[src/cr16_pkg.sv]
// Shared CR16 types, encodings and flag positions, imported by every design unit of the core
package cr16_pkg;

    typedef logic [15:0] word_t;
    typedef logic [3:0]  reg_idx_t;
    typedef logic [4:0]  flags_t;

    // Major opcode in instruction bits 15:12
    typedef enum logic [3:0] {
        OP_EXT_ALU  = 4'b0000,
        OP_ADDI     = 4'b0001,
        OP_ADDCI    = 4'b0010,
        OP_SUBI     = 4'b0100,
        OP_CMPI     = 4'b0101,
        OP_NOTI     = 4'b0110,
        OP_ANDI     = 4'b0111,
        OP_ORI      = 4'b1000,
        OP_XORI     = 4'b1001,
        OP_MOVIL    = 4'b1010,
        OP_MOVIU    = 4'b1011,
        OP_EXT_MISC = 4'b1111
    } opcode_t;

    // Extension field in bits 7:4 under OP_EXT_ALU
    typedef enum logic [3:0] {
        EXT_ADD  = 4'b0000,
        EXT_ADDC = 4'b0001,
        EXT_SUB  = 4'b0011,
        EXT_CMP  = 4'b0100,
        EXT_NOT  = 4'b0101,
        EXT_AND  = 4'b0110,
        EXT_OR   = 4'b0111,
        EXT_XOR  = 4'b1000,
        EXT_LSH  = 4'b1001,
        EXT_LSHI = 4'b1010,
        EXT_RSH  = 4'b1011,
        EXT_RSHI = 4'b1100
    } ext_t;

    // Same field under OP_EXT_MISC, values overlap the ALU group
    localparam ext_t EXT_MISC_RSHI = ext_t'(4'b0000);
    localparam ext_t EXT_MOV       = ext_t'(4'b0001);
    localparam ext_t EXT_LOAD      = ext_t'(4'b1010);
    localparam ext_t EXT_STORE     = ext_t'(4'b1011);

    typedef enum logic [3:0] {
        ALU_ADD, ALU_ADDC, ALU_SUB, ALU_NOT, ALU_AND, ALU_OR, ALU_XOR, ALU_LSH, ALU_RSH
    } alu_op_t;

    typedef enum logic [2:0] {
        IC_ALU, IC_CMP, IC_MOV, IC_MOVI, IC_LOAD, IC_STORE, IC_NOP
    } instr_class_t;

    typedef enum logic [2:0] {
        S_FETCH, S_DECODE, S_EXEC_ALU, S_EXEC_MOV,
        S_LOAD_ADDR, S_LOAD_DATA, S_STORE_WRITE, S_STORE_DONE
    } state_t;

    localparam int FLAG_C = 0;
    localparam int FLAG_L = 1;
    localparam int FLAG_F = 2;
    localparam int FLAG_Z = 3;
    localparam int FLAG_N = 4;

endpackage

[src/cr16_dec_if.sv]
// Decoded instruction fields passed from the decoder to the control unit
`timescale 1ns/1ps

interface cr16_dec_if;
    import cr16_pkg::*;

    word_t        instr;
    instr_class_t iclass;
    alu_op_t      alu_op;
    word_t        imm;
    logic         imm_sel;
    reg_idx_t     rdest;
    reg_idx_t     rsrc;
    word_t        movi_value;

    modport decoder (input instr, output iclass, alu_op, imm, imm_sel, rdest, rsrc, movi_value);
    modport control (output instr, input iclass, alu_op, imm, imm_sel, rdest, rsrc, movi_value);

endinterface

[src/cr16_dp_if.sv]
// Select, write-back and operand signals between the control unit and the datapath
`timescale 1ns/1ps

interface cr16_dp_if;
    import cr16_pkg::*;

    // Driven by the control unit
    reg_idx_t a_sel;
    reg_idx_t b_sel;
    logic     reg_we;
    word_t    imm;
    logic     imm_sel;
    alu_op_t  alu_op;
    word_t    wb_data;
    logic     wb_sel;
    // Stored C flag for ADDC
    logic     carry_in;

    // Driven by the datapath
    word_t    a;
    word_t    b;
    flags_t   alu_flags;

    modport control (
        output a_sel, b_sel, reg_we, imm, imm_sel, alu_op, wb_data, wb_sel, carry_in,
        input  a, b, alu_flags
    );
    modport datapath (
        input  a_sel, b_sel, reg_we, imm, imm_sel, alu_op, wb_data, wb_sel, carry_in,
        output a, b, alu_flags
    );

endinterface

[src/cr16_control.sv]
// Control unit of the core, FSM with program counter, instruction and flag registers and memory port
`timescale 1ns/1ps

module cr16_control (
    input  logic              I_CLK,
    input  logic              I_NRESET,
    input  logic              enable,
    input  cr16_pkg::word_t   mem_rdata,
    output cr16_pkg::word_t   mem_addr,
    output cr16_pkg::word_t   mem_wdata,
    output logic              mem_we,
    output cr16_pkg::flags_t  status_flags,
    output cr16_pkg::word_t   pc,
    cr16_dec_if.control       dec,
    cr16_dp_if.control        dp
);
    import cr16_pkg::*;

    state_t state;
    state_t next_state;
    logic   mem_we_q;

    // Strobe is held low during stalls
    assign mem_we      = mem_we_q & enable;
    assign dp.carry_in = status_flags[FLAG_C];

    always_comb begin
        case (state)
            S_FETCH:       next_state = S_DECODE;
            S_DECODE: begin
                case (dec.iclass)
                    IC_ALU, IC_CMP:  next_state = S_EXEC_ALU;
                    IC_MOV, IC_MOVI: next_state = S_EXEC_MOV;
                    IC_LOAD:         next_state = S_LOAD_ADDR;
                    IC_STORE:        next_state = S_STORE_WRITE;
                    default:         next_state = S_FETCH;
                endcase
            end
            S_LOAD_ADDR:   next_state = S_LOAD_DATA;
            S_STORE_WRITE: next_state = S_STORE_DONE;
            default:       next_state = S_FETCH;
        endcase
    end

    // Register write-back, enable gating is done in the datapath
    always_comb begin
        dp.reg_we  = 1'b0;
        dp.wb_sel  = 1'b0;
        dp.wb_data = mem_rdata;
        case (state)
            S_EXEC_ALU:
                dp.reg_we = (dec.iclass != IC_CMP);
            S_EXEC_MOV: begin
                dp.reg_we  = 1'b1;
                dp.wb_sel  = 1'b1;
                dp.wb_data = (dec.iclass == IC_MOVI) ? dec.movi_value : dp.a;
            end
            S_LOAD_DATA: begin
                dp.reg_we = 1'b1;
                dp.wb_sel = 1'b1;
            end
            default: ;
        endcase
    end

    always_ff @(posedge I_CLK or negedge I_NRESET) begin
        if (!I_NRESET) begin
            state        <= S_FETCH;
            dec.instr    <= '0;
            pc           <= '0;
            status_flags <= '0;
            mem_addr     <= '0;
            mem_wdata    <= '0;
            mem_we_q     <= 1'b0;
            dp.a_sel     <= '0;
            dp.b_sel     <= '0;
            dp.imm       <= '0;
            dp.imm_sel   <= 1'b0;
            dp.alu_op    <= ALU_ADD;
        end else if (enable) begin
            state <= next_state;
            case (state)
                S_FETCH: begin
                    dec.instr <= mem_rdata;
                    pc        <= pc + 16'd1;
                end
                S_DECODE: begin
                    // Point memory at the next instruction early
                    mem_addr   <= pc;
                    dp.a_sel   <= dec.rsrc;
                    dp.b_sel   <= dec.rdest;
                    dp.imm     <= dec.imm;
                    dp.imm_sel <= dec.imm_sel;
                    dp.alu_op  <= dec.alu_op;
                end
                S_EXEC_ALU:
                    status_flags <= dp.alu_flags;
                S_LOAD_ADDR:
                    mem_addr <= dp.a;
                S_LOAD_DATA:
                    mem_addr <= pc;
                S_STORE_WRITE: begin
                    mem_addr  <= dp.b;
                    mem_wdata <= dp.a;
                    mem_we_q  <= 1'b1;
                end
                S_STORE_DONE: begin
                    mem_we_q <= 1'b0;
                    mem_addr <= pc;
                end
                default: ;
            endcase
        end
    end

    // Strobe is raised by STORE_WRITE and dropped when STORE_DONE advances
    assert property (@(posedge I_CLK) disable iff (!I_NRESET)
        mem_we_q |-> (state == S_STORE_DONE) &&
                     ($past(state) inside {S_STORE_WRITE, S_STORE_DONE}))
        else $error("control: mem_we outside a store sequence");

    assert property (@(posedge I_CLK) disable iff (!I_NRESET) !$isunknown(state))
        else $error("control: state left the encoding");

endmodule

[src/flat_wrapper.sv]
// flat-port wrapper written by rule: the top's interface ports become plain ports
module cr16_control_flat import cr16_pkg::*;
  (I_CLK, I_NRESET, enable, mem_rdata, mem_addr, mem_wdata, mem_we, status_flags, pc, dec_instr, dec_iclass, dec_alu_op, dec_imm, dec_imm_sel, dec_rdest, dec_rsrc, dec_movi_value, dp_a_sel, dp_b_sel, dp_reg_we, dp_imm, dp_imm_sel, dp_alu_op, dp_wb_data, dp_wb_sel, dp_carry_in, dp_a, dp_b, dp_alu_flags);
  cr16_dec_if dec_i ();
  cr16_dp_if dp_i ();
  input  logic I_CLK;
  input  logic I_NRESET;
  input  logic enable;
  input  cr16_pkg::word_t mem_rdata;
  output cr16_pkg::word_t mem_addr;
  output cr16_pkg::word_t mem_wdata;
  output logic mem_we;
  output cr16_pkg::flags_t status_flags;
  output cr16_pkg::word_t pc;
  output wire logic [$bits(dec_i.instr)-1:0] dec_instr;
  input wire logic [$bits(dec_i.iclass)-1:0] dec_iclass;
  input wire logic [$bits(dec_i.alu_op)-1:0] dec_alu_op;
  input wire logic [$bits(dec_i.imm)-1:0] dec_imm;
  input wire logic [$bits(dec_i.imm_sel)-1:0] dec_imm_sel;
  input wire logic [$bits(dec_i.rdest)-1:0] dec_rdest;
  input wire logic [$bits(dec_i.rsrc)-1:0] dec_rsrc;
  input wire logic [$bits(dec_i.movi_value)-1:0] dec_movi_value;
  output wire logic [$bits(dp_i.a_sel)-1:0] dp_a_sel;
  output wire logic [$bits(dp_i.b_sel)-1:0] dp_b_sel;
  output wire logic [$bits(dp_i.reg_we)-1:0] dp_reg_we;
  output wire logic [$bits(dp_i.imm)-1:0] dp_imm;
  output wire logic [$bits(dp_i.imm_sel)-1:0] dp_imm_sel;
  output wire logic [$bits(dp_i.alu_op)-1:0] dp_alu_op;
  output wire logic [$bits(dp_i.wb_data)-1:0] dp_wb_data;
  output wire logic [$bits(dp_i.wb_sel)-1:0] dp_wb_sel;
  output wire logic [$bits(dp_i.carry_in)-1:0] dp_carry_in;
  input wire logic [$bits(dp_i.a)-1:0] dp_a;
  input wire logic [$bits(dp_i.b)-1:0] dp_b;
  input wire logic [$bits(dp_i.alu_flags)-1:0] dp_alu_flags;
  assign dec_instr = dec_i.instr;
  assign dec_i.iclass = dec_iclass;
  assign dec_i.alu_op = dec_alu_op;
  assign dec_i.imm = dec_imm;
  assign dec_i.imm_sel = dec_imm_sel;
  assign dec_i.rdest = dec_rdest;
  assign dec_i.rsrc = dec_rsrc;
  assign dec_i.movi_value = dec_movi_value;
  assign dp_a_sel = dp_i.a_sel;
  assign dp_b_sel = dp_i.b_sel;
  assign dp_reg_we = dp_i.reg_we;
  assign dp_imm = dp_i.imm;
  assign dp_imm_sel = dp_i.imm_sel;
  assign dp_alu_op = dp_i.alu_op;
  assign dp_wb_data = dp_i.wb_data;
  assign dp_wb_sel = dp_i.wb_sel;
  assign dp_carry_in = dp_i.carry_in;
  assign dp_i.a = dp_a;
  assign dp_i.b = dp_b;
  assign dp_i.alu_flags = dp_alu_flags;
  cr16_control u_core (.I_CLK(I_CLK), .I_NRESET(I_NRESET), .enable(enable), .mem_rdata(mem_rdata), .mem_addr(mem_addr), .mem_wdata(mem_wdata), .mem_we(mem_we), .status_flags(status_flags), .pc(pc), .dec(dec_i), .dp(dp_i));
endmodule
[config.mk]
export PLATFORM = sky130hd
export DESIGN_NAME = cr16_control_flat
export DESIGN_NICKNAME = d
export VERILOG_FILES = /design/src/cr16_pkg.sv /design/src/cr16_dec_if.sv /design/src/cr16_dp_if.sv /design/src/cr16_control.sv /design/src/flat_wrapper.sv
export SDC_FILE = /design/constraint.sdc
export NUM_CORES = 1
export LEC_CHECK = 0
export BUFFER_PORTS_ARGS = -buffer_cell sky130_fd_sc_hd__buf_2
export CORE_MARGIN = 2
export CORE_UTILIZATION = 38
export CTS_CLUSTER_SIZE = 20
export DETAILED_ROUTE_END_ITERATION = 10
export PLACE_DENSITY = 0.77
export SYNTH_ARGS = -nofsm -noshare
export SYNTH_HDL_FRONTEND = slang
export SYNTH_SLANG_ARGS = --single-unit
[constraint.sdc]
create_clock -name I_CLK -period 2.8 [get_ports I_CLK]
set_input_delay 0.84 -clock I_CLK [delete_from_list [all_inputs] [get_ports I_CLK]]
set_output_delay 0.84 -clock I_CLK [all_outputs]
set_load 0.01 [all_outputs]
* After elaboration in Yosys (flattened, before gate mapping) *
Index checks and enable logic that the tools add are counted.

operators by class
  $add $sub $neg = 1
  eq/ne operators = 13
  mux-type cells = 8
  bitwise logic cells = 1
  reductions and logical operators = 14

operator list
  kind                   number
  $pmux 16 s3            1
  $mux 16                2
  $pmux 3 s4             2
  $eq 3x3->1 const B     6
  $add 16x1->16 const B  1
  $eq 3x2->1 const B     4
  $reduce_and 2->1       6
  $eq 3x1->1 const B     2
  $logic_not 3->1        2
  $reduce_or 2->1        3
  $pmux 1 s2             2
  $ne 3x1->1 const B     1
  $reduce_bool 3->1      1
  $reduce_or 3->1        1
  $reduce_bool 2->1      1
  $and 1x1->1            1
  $mux 1                 1

storage, ports and cells
  register bits = 102
  bits of input ports = 104
  output and inout bits = 118

* Depth between registers and ports, before layout *
Gate-level depths: netlist (run 1).

  word-level depth = 4
  gate-level depth with buffers = 7
  depth with buffers taken out = 4

* Worst setup path after synthesis (run 1) *
Ideal clock, no wire load.

  path type = in2out
  from = in dec_iclass[2]
  to = out dp_wb_data[10]
  data arrival time = 1774 ps
  required time = 1960 ps
  setup slack = 186 ps
  stages on the path = 5
  cell sequence = nand3b_1 -> buf_2 -> buf_2 -> mux2i_1 -> o21ai_0

between the ends
  word-level cells in the longest chain between the ends = 3

RTL lines
  what                RTL line            source
  start: declaration  flat_wrapper.sv:16  input wire logic [$bits(dec_i.iclass)-1:0] dec_iclass;
  $eq 3x2->1          cr16_control.sv:56  dp.wb_data = (dec.iclass == IC_MOVI) ? dec.movi_value : dp.a;
  $mux 16             cr16_control.sv:56
  $mux 16             cr16_control.sv:50  case (state)
  end: declaration    flat_wrapper.sv:29  output wire logic [$bits(dp_i.wb_data)-1:0] dp_wb_data;

Every way passes these cells.

* Worst setup path after layout (run 1) *
  from = in dec_iclass[2]
  to = out dp_wb_data[9]

Same word-level chain as after synthesis.

==> results of run 1 <==
[sequential cells by signal, indices dropped and copies added, names as in the netlist, 5 cells and up]
signal,flops
u_core.dec.instr,16
u_core.dp.imm,16
u_core.mem_wdata,16
u_core.pc,16
u_core.mem_addr,16
u_core.status_flags,5
[worst max-delay path, stage by stage]
cell	delay [ns]
buf_2	0.12
nand3b_1	0.23
buf_12	0.21
mux2i_1	0.20
o21ai_0	0.09
buf_2	0.15
[worst paths after layout]
kind / startpoint / to / slack, ns / depth (start not counted)
max: dec_iclass[2] / dp_wb_data[9] / 0.11 / 6
min: I_NRESET / u_core.dp.imm[15] / 0.45 / 1
max reg2reg: u_core.state[0] / u_core.mem_addr[14] / 0.74 / 5
min reg2reg: u_core.mem_addr[9] / u_core.mem_addr[9] / 0.47 / 1
max in group asynchronous: I_NRESET / u_core.dec.instr[10] / 1.72 / 2
min in group I_CLK: u_core.mem_addr[9] / u_core.mem_addr[9] / 0.47 / 1
[cells in the final DEF, fill, tap and decap left out, types with 2 or more instances in the layout]
cell type / synthesis / routed
buf_12: 0 / 3
xor2_1: 4 / 4
mux2i_1: 16 / 16
mux2_1: 34 / 34
nand4_1: 6 / 6
o22ai_1: 32 / 32
and3_1: 3 / 3
xnor2_1: 12 / 12
a21o_1: 16 / 16
nor2_1: 2 / 2
buf_4: 3 / 12
mux2_2: 49 / 49
inv_1: 4 / 4
dfrtp_1: 102 / 102
clkbuf_16: 0 / 9
and2_1: 3 / 3
clkbuf_1: 8 / 3
nor2b_1: 2 / 2
buf_2: 18 / 220
a211oi_1: 17 / 17
o21ai_0: 18 / 18
nand2_1: 28 / 28
nand3_1: 6 / 6
bufinv_16: 0 / 2
[per-layer routing]
layer / up-vias / routed length [µm] / global-route usage
met3: 22 / 701 / 0.0294
met5: - / 0 / 0
met4: 0 / 308 / 0.0878
met1: 1993 / 6130 / 0.270
met2: 143 / 6640 / 0.322
li1: 1899 / - / -
[layout make-up]
| class | instances | area, µm² | share of cell area |
|---|---|---|---|
| clock buffer | 13 | 250 | 0.0386 |
| clock inverter | 3 | 67.6 | 0.0104 |
| inverter | 4 | 15.0 | 0.00232 |
| multi-input combinational | 261 | 2130 | 0.329 |
| sequential | 102 | 2550 | 0.394 |
| tap | 172 | 215 | 0.0332 |
| timing repair buffer | 235 | 1250 | 0.193 |
[cell usage after synthesis (2+ instances only)]
library cell and number:
mux2_1 34, and3_1 3, a211oi_1 17, nor2_1 2, inv_1 4, a21o_1 16
mux2_2 49, nand4_1 6, buf_4 3, mux2i_1 16, xor2_1 4, xnor2_1 12
nand2_1 28, dfrtp_1 102, and2_1 3, nand3_1 6, buf_1 2, buf_2 18
nor2b_1 2, o22ai_1 32, o21ai_0 18, clkbuf_1 8
[logic make-up (layout without fill, tap and decap cells)]
group	after synthesis	count (layout)	synth area share
flops	102	102	0.525
fa+ha+maj	1	1	0.00257
compound gates	88	88	0.119
buf+inv	36	255	0.0363
xor+xnor	16	16	0.0288
mux	99	99	0.225
simple gates	57	57	0.0626
[per-stage QoR]
| step | power, µW | hold slack, ns | setup WS, ns | cell area (µm²) |
|---|---|---|---|---|
| floorplan | 4230 | 0.438 | 0.186 | 4860 |
| global placement | 5260 | 0.454 | 0.137 | 6170 |
| detailed placement | 5390 | 0.462 | 0.0972 | 6170 |
| CTS | 6740 | 0.468 | 0.0861 | 6480 |
| global route | 7110 | 0.484 | 0.00141 | 6480 |
| finish | 6690 | 0.453 | 0.107 | 6480 |
[power groups by stage]
stage                     Sequential [µW]  Combinational (µW)  Clock, µW
after floorplan                      2690                1540          0
after global placement               2440                2820          0
after global routing                 2540                3150       1430
after detailed placement             2490                2900          0
after CTS                            2470                2900       1370
final                                2470                2880       1340
==> metrics.txt, run 1 <==
outcome=completed; CTS tree=built; clock power share=0.201; Worst Setup Start Kind=primary input; Post-synth ARST share=1.00; Initial DRC Count=222; post-synth net total=between 500 and 600; Final Max Slew Viols=0; synthesis-to-finish area growth=33.5%; die width=117 µm; Placed Cells incl. Taps=774; postcts setup bufs=0; placer congestion estimate=0.825; f_max=371 MHz; number of clock sinks=102; crit end category=output port; Worst Path Required=1.96 ns; number of synthesized flops with an enable pin=0; Synth Area per Inst=between 10 and 15 µm²; fill count=around 1,100; final worst path period share=0.962; DIE HEIGHT=117 µm; Min Clock Period, post-route=2.69 ns; NumNets Final=718; maximum clock path buffer count=2; largest net degree at the start of global routing=50; hpwl dp=~10,000 µm; total global-route track usage=0.200; I/O pin total=approximately 220; top cell type's share of synthesized area=0.525; TNS Setup=0 ns; Routed Antenna Nets=0; global-route wire length before repair=20,600 µm; sequential share of the synthesized area=0.525; MaxCap Viol Count=0; skew final=roughly 0.0036 ns; initial antenna violation count=0; htree depth=3; Worst Max-Slew Pin Slew=0.762 ns; cell internal pwr=4270 µW; DR DRC count=0; GRT overflow=0; Arr. time, crit path=1.85 ns; fin cells=790; Final setup viols=0; RSZ-0062 raised after global routing=no; Clock Latency Late Sink=about 0.34 ns; number of CTS-inserted buffers=9; clock transition at the registers of the reported paths=roughly 0.07 ns; combinational fraction of design power=0.431; via count=about 4,100; Cell Area, Synth=4860 µm²; via/cell ratio=5.14; commonest register cell after synthesis=dfrtp_1; number of inserted diodes=0; Root Driver=clkbuf_16; PortBufs=221; Die ar.=13,700 µm²; Fin. Hold Viols=0; Synth area leaders=dfrtp_1 53%, mux2_2 11%, mux2_1 7.9%; net switching power=2420 µW; Mapped Cells=399; synth unique cells=36; critical path class=primary input to output port; Pleak=0.00341 µW; # rows=between 40 and 50; Sequential Power Share=0.369; ratio of cells with drive above 1 in the final layout=0.485; worst min path class=primary input to asynchronous set/reset pin; routed len/inst=17.5 µm; total wire length=13,800 µm; worst-path fanout max=16; Hold Buf Count CTS=0; #FFs+latches synth=102; post-layout util=0.516; normalized max-slew margin=0.492; Yosys top cell by area=dfrtp_1; core area=12,600 µm²; First-pass DRT Iterations=4; sw frac=0.362; initial core utilization=0.387; vias in the first global route=3,949; Resized cells post-CTS=0; Peak VDD IR=between 0.0004 and 0.0005 V; PD cells=1030 nW/µm²; synth warn=0
Note: power is estimated with default switching activity, not from simulation.
==> run 2: changes to the inputs <==
--- a/config.mk
+++ b/config.mk
@@ -10,7 +10,8 @@
 export CORE_UTILIZATION = 38
 export CTS_CLUSTER_SIZE = 20
 export DETAILED_ROUTE_END_ITERATION = 10
-export PLACE_DENSITY = 0.77
+export PLACE_DENSITY = 0.8
+export SLEW_MARGIN = 5
 export SYNTH_ARGS = -nofsm -noshare
 export SYNTH_HDL_FRONTEND = slang
 export SYNTH_SLANG_ARGS = --single-unit
==> constraint.sdc (replaced) <==
create_clock -name I_CLK -period 2.3 [get_ports I_CLK]
set_input_delay 0.69 -clock I_CLK [delete_from_list [all_inputs] [get_ports I_CLK]]
set_output_delay 0.69 -clock I_CLK [all_outputs]
set_load 0.01 [all_outputs]
==> metrics.txt, run 2 (synthesis results as in run 1) <==
PortBufs=221 (unchanged); Die ar.=13,700 µm² (unchanged); PD cells=1250 nW/µm² (+21%); number of inserted diodes=0 (unchanged); htree depth=3 (unchanged); GRT overflow=0 (unchanged); crit end category=output port; Placed Cells incl. Taps=776 (+0.26%); most frequent cells in the layout=218 x buf_2, 100 x dfrtp_1, 49 x mux2_2; CTS tree=built; largest net degree at the start of global routing=66 (+32%); postcts setup bufs=0 (unchanged); Worst Setup Start Kind=primary input; worst-path fanout max=16 (unchanged); # rows=41 (unchanged); First-pass DRT Iterations=4 (unchanged); total global-route track usage=0.198 (-0.00154); clock transition at the registers of the reported paths=0.07 ns (about the same); fin cells=792 (+0.25%); I/O pin total=222 (unchanged); maximum clock path buffer count=2 (unchanged); RSZ-0062 raised after global routing=yes; initial core utilization=0.387 (unchanged); fill count=1,119 (-0.089%); Worst Path Required=1.61 ns (-0.35 ns); failing checks=setup timing; worst min path class=primary input to asynchronous set/reset pin; Fin. Hold Viols=0 (unchanged); fin worst setup slack=-0.0154 ns (-0.122 ns); final worst path period share=1.01; MaxCap Viol Count=0 (unchanged); TNS Setup=-0.0237 ns (-0.0237 ns); Root Driver=clkbuf_16; routed len/inst=17.2 µm (-1.2%); hpwl dp=10,400 µm (-0.67%); via count=4,067 (+0.25%); total wire length=13,700 µm (-0.99%); ratio of cells with drive above 1 in the final layout=0.495 (+0.00972); outcome=finished with violations; die width=117 µm (unchanged); post-layout util=0.519 (+0.00299); Peak VDD IR=0.000499 V (+9.5%); Routed Antenna Nets=0 (unchanged); normalized max-slew margin=0.477 (-0.0156); Min Clock Period, post-route=roughly 2.3 ns; synthesis-to-finish area growth=34.3%; Final setup viols=2 (+2); number of CTS-inserted buffers=9 (unchanged); Pleak=0.00342 µW (+0.32%); vias in the first global route=3,894 (-1.4%); hold slack=0.169 ns (-0.284 ns); f_max=432 MHz; DR DRC count=0 (unchanged); global-route wire length before repair=20,500 µm (-0.61%); initial antenna violation count=0 (unchanged); commonest non-fill, non-tap cell in the layout=buf_2; dpl ws=-0.0423 ns (-0.139 ns); number of clock sinks=102 (unchanged); via/cell ratio=5.14 (about the same); NumNets Final=720 (+0.28%); Arr. time, crit path=1.63 ns (-0.22 ns); Final Max Slew Viols=0 (unchanged); critical path class=primary input to output port; Initial DRC Count=248 (+12%); Clock Latency Late Sink=0.35 ns (about the same); core area=12,600 µm² (unchanged); Worst Max-Slew Pin Slew=0.785 ns (+0.0235 ns); skew final=0.00454 ns (+0.000984 ns); DIE HEIGHT=117 µm (unchanged); placer congestion estimate=0.849 (+3.0%)
run 2: final timing paths:
kind,start,endpoint,slack [ns],cells after the start
worst min register to register,u_core.mem_addr[0],u_core.mem_addr[0],0.48,1
worst max register to register,u_core.state[0],u_core.mem_addr[1],0.22,6
worst max-delay path,dec_iclass[2],dp_wb_data[9],-0.02,6
max in group asynchronous,I_NRESET,u_core.dp.imm[14],1.53,2
worst min-delay path,I_NRESET,u_core.mem_wdata[14],0.17,1
min in group I_CLK,u_core.mem_addr[0],u_core.mem_addr[0],0.48,1
run 2: what timing repair did:
action	4_1_cts	5_1_grt
hold buffers	0	0
endpoints found under the hold margin	0	0
resized for setup	4	9
setup endpoints to repair	14	18
run 2: area by class of cell:
| type | instances | area [µm²] | share of cell area |
|---|---|---|---|
| inverter | 4 | 15.0 | 0.00230 |
| clock inverter | 4 | 53.8 | 0.00825 |
| tap | 172 | 215 | 0.0330 |
| multi-input combinational | 261 | 2140 | 0.328 |
| clock buffer | 12 | 256 | 0.0393 |
| sequential | 102 | 2550 | 0.392 |
| timing repair buffer | 237 | 1290 | 0.197 |
run 2: report_power, final:
part | internal (µW) | leakage, µW | switching [µW]
registers | 2530 | 0.00127 | 459
logic | 1730 | 0.00200 | 1850
clock network | 907 | 0.000145 | 665
total | 5170 | 0.00342 | 2970
run 2: critical path, cell delays in order:
cell and delay [ns]:
buf_6 0.09, nand3b_1 0.21, buf_12 0.20, mux2i_1 0.21
o21ai_1 0.08, buf_2 0.14
run 2: per-layer routing:
metal  up-vias  track usage  wire length, µm
met1      1997        0.260             5780
met4         0       0.0784              245
li1       1897            -                -
met3        15       0.0479              930
met2       158        0.319             6690
met5         -            0                0
run 2: per-stage QoR:
stage	total power [µW]	area, µm²
floorplan	5160	4860
global placement	6430	6180
detailed placement	6590	6180
CTS	8200	6500
global route	8700	6520
finish	8140	6520
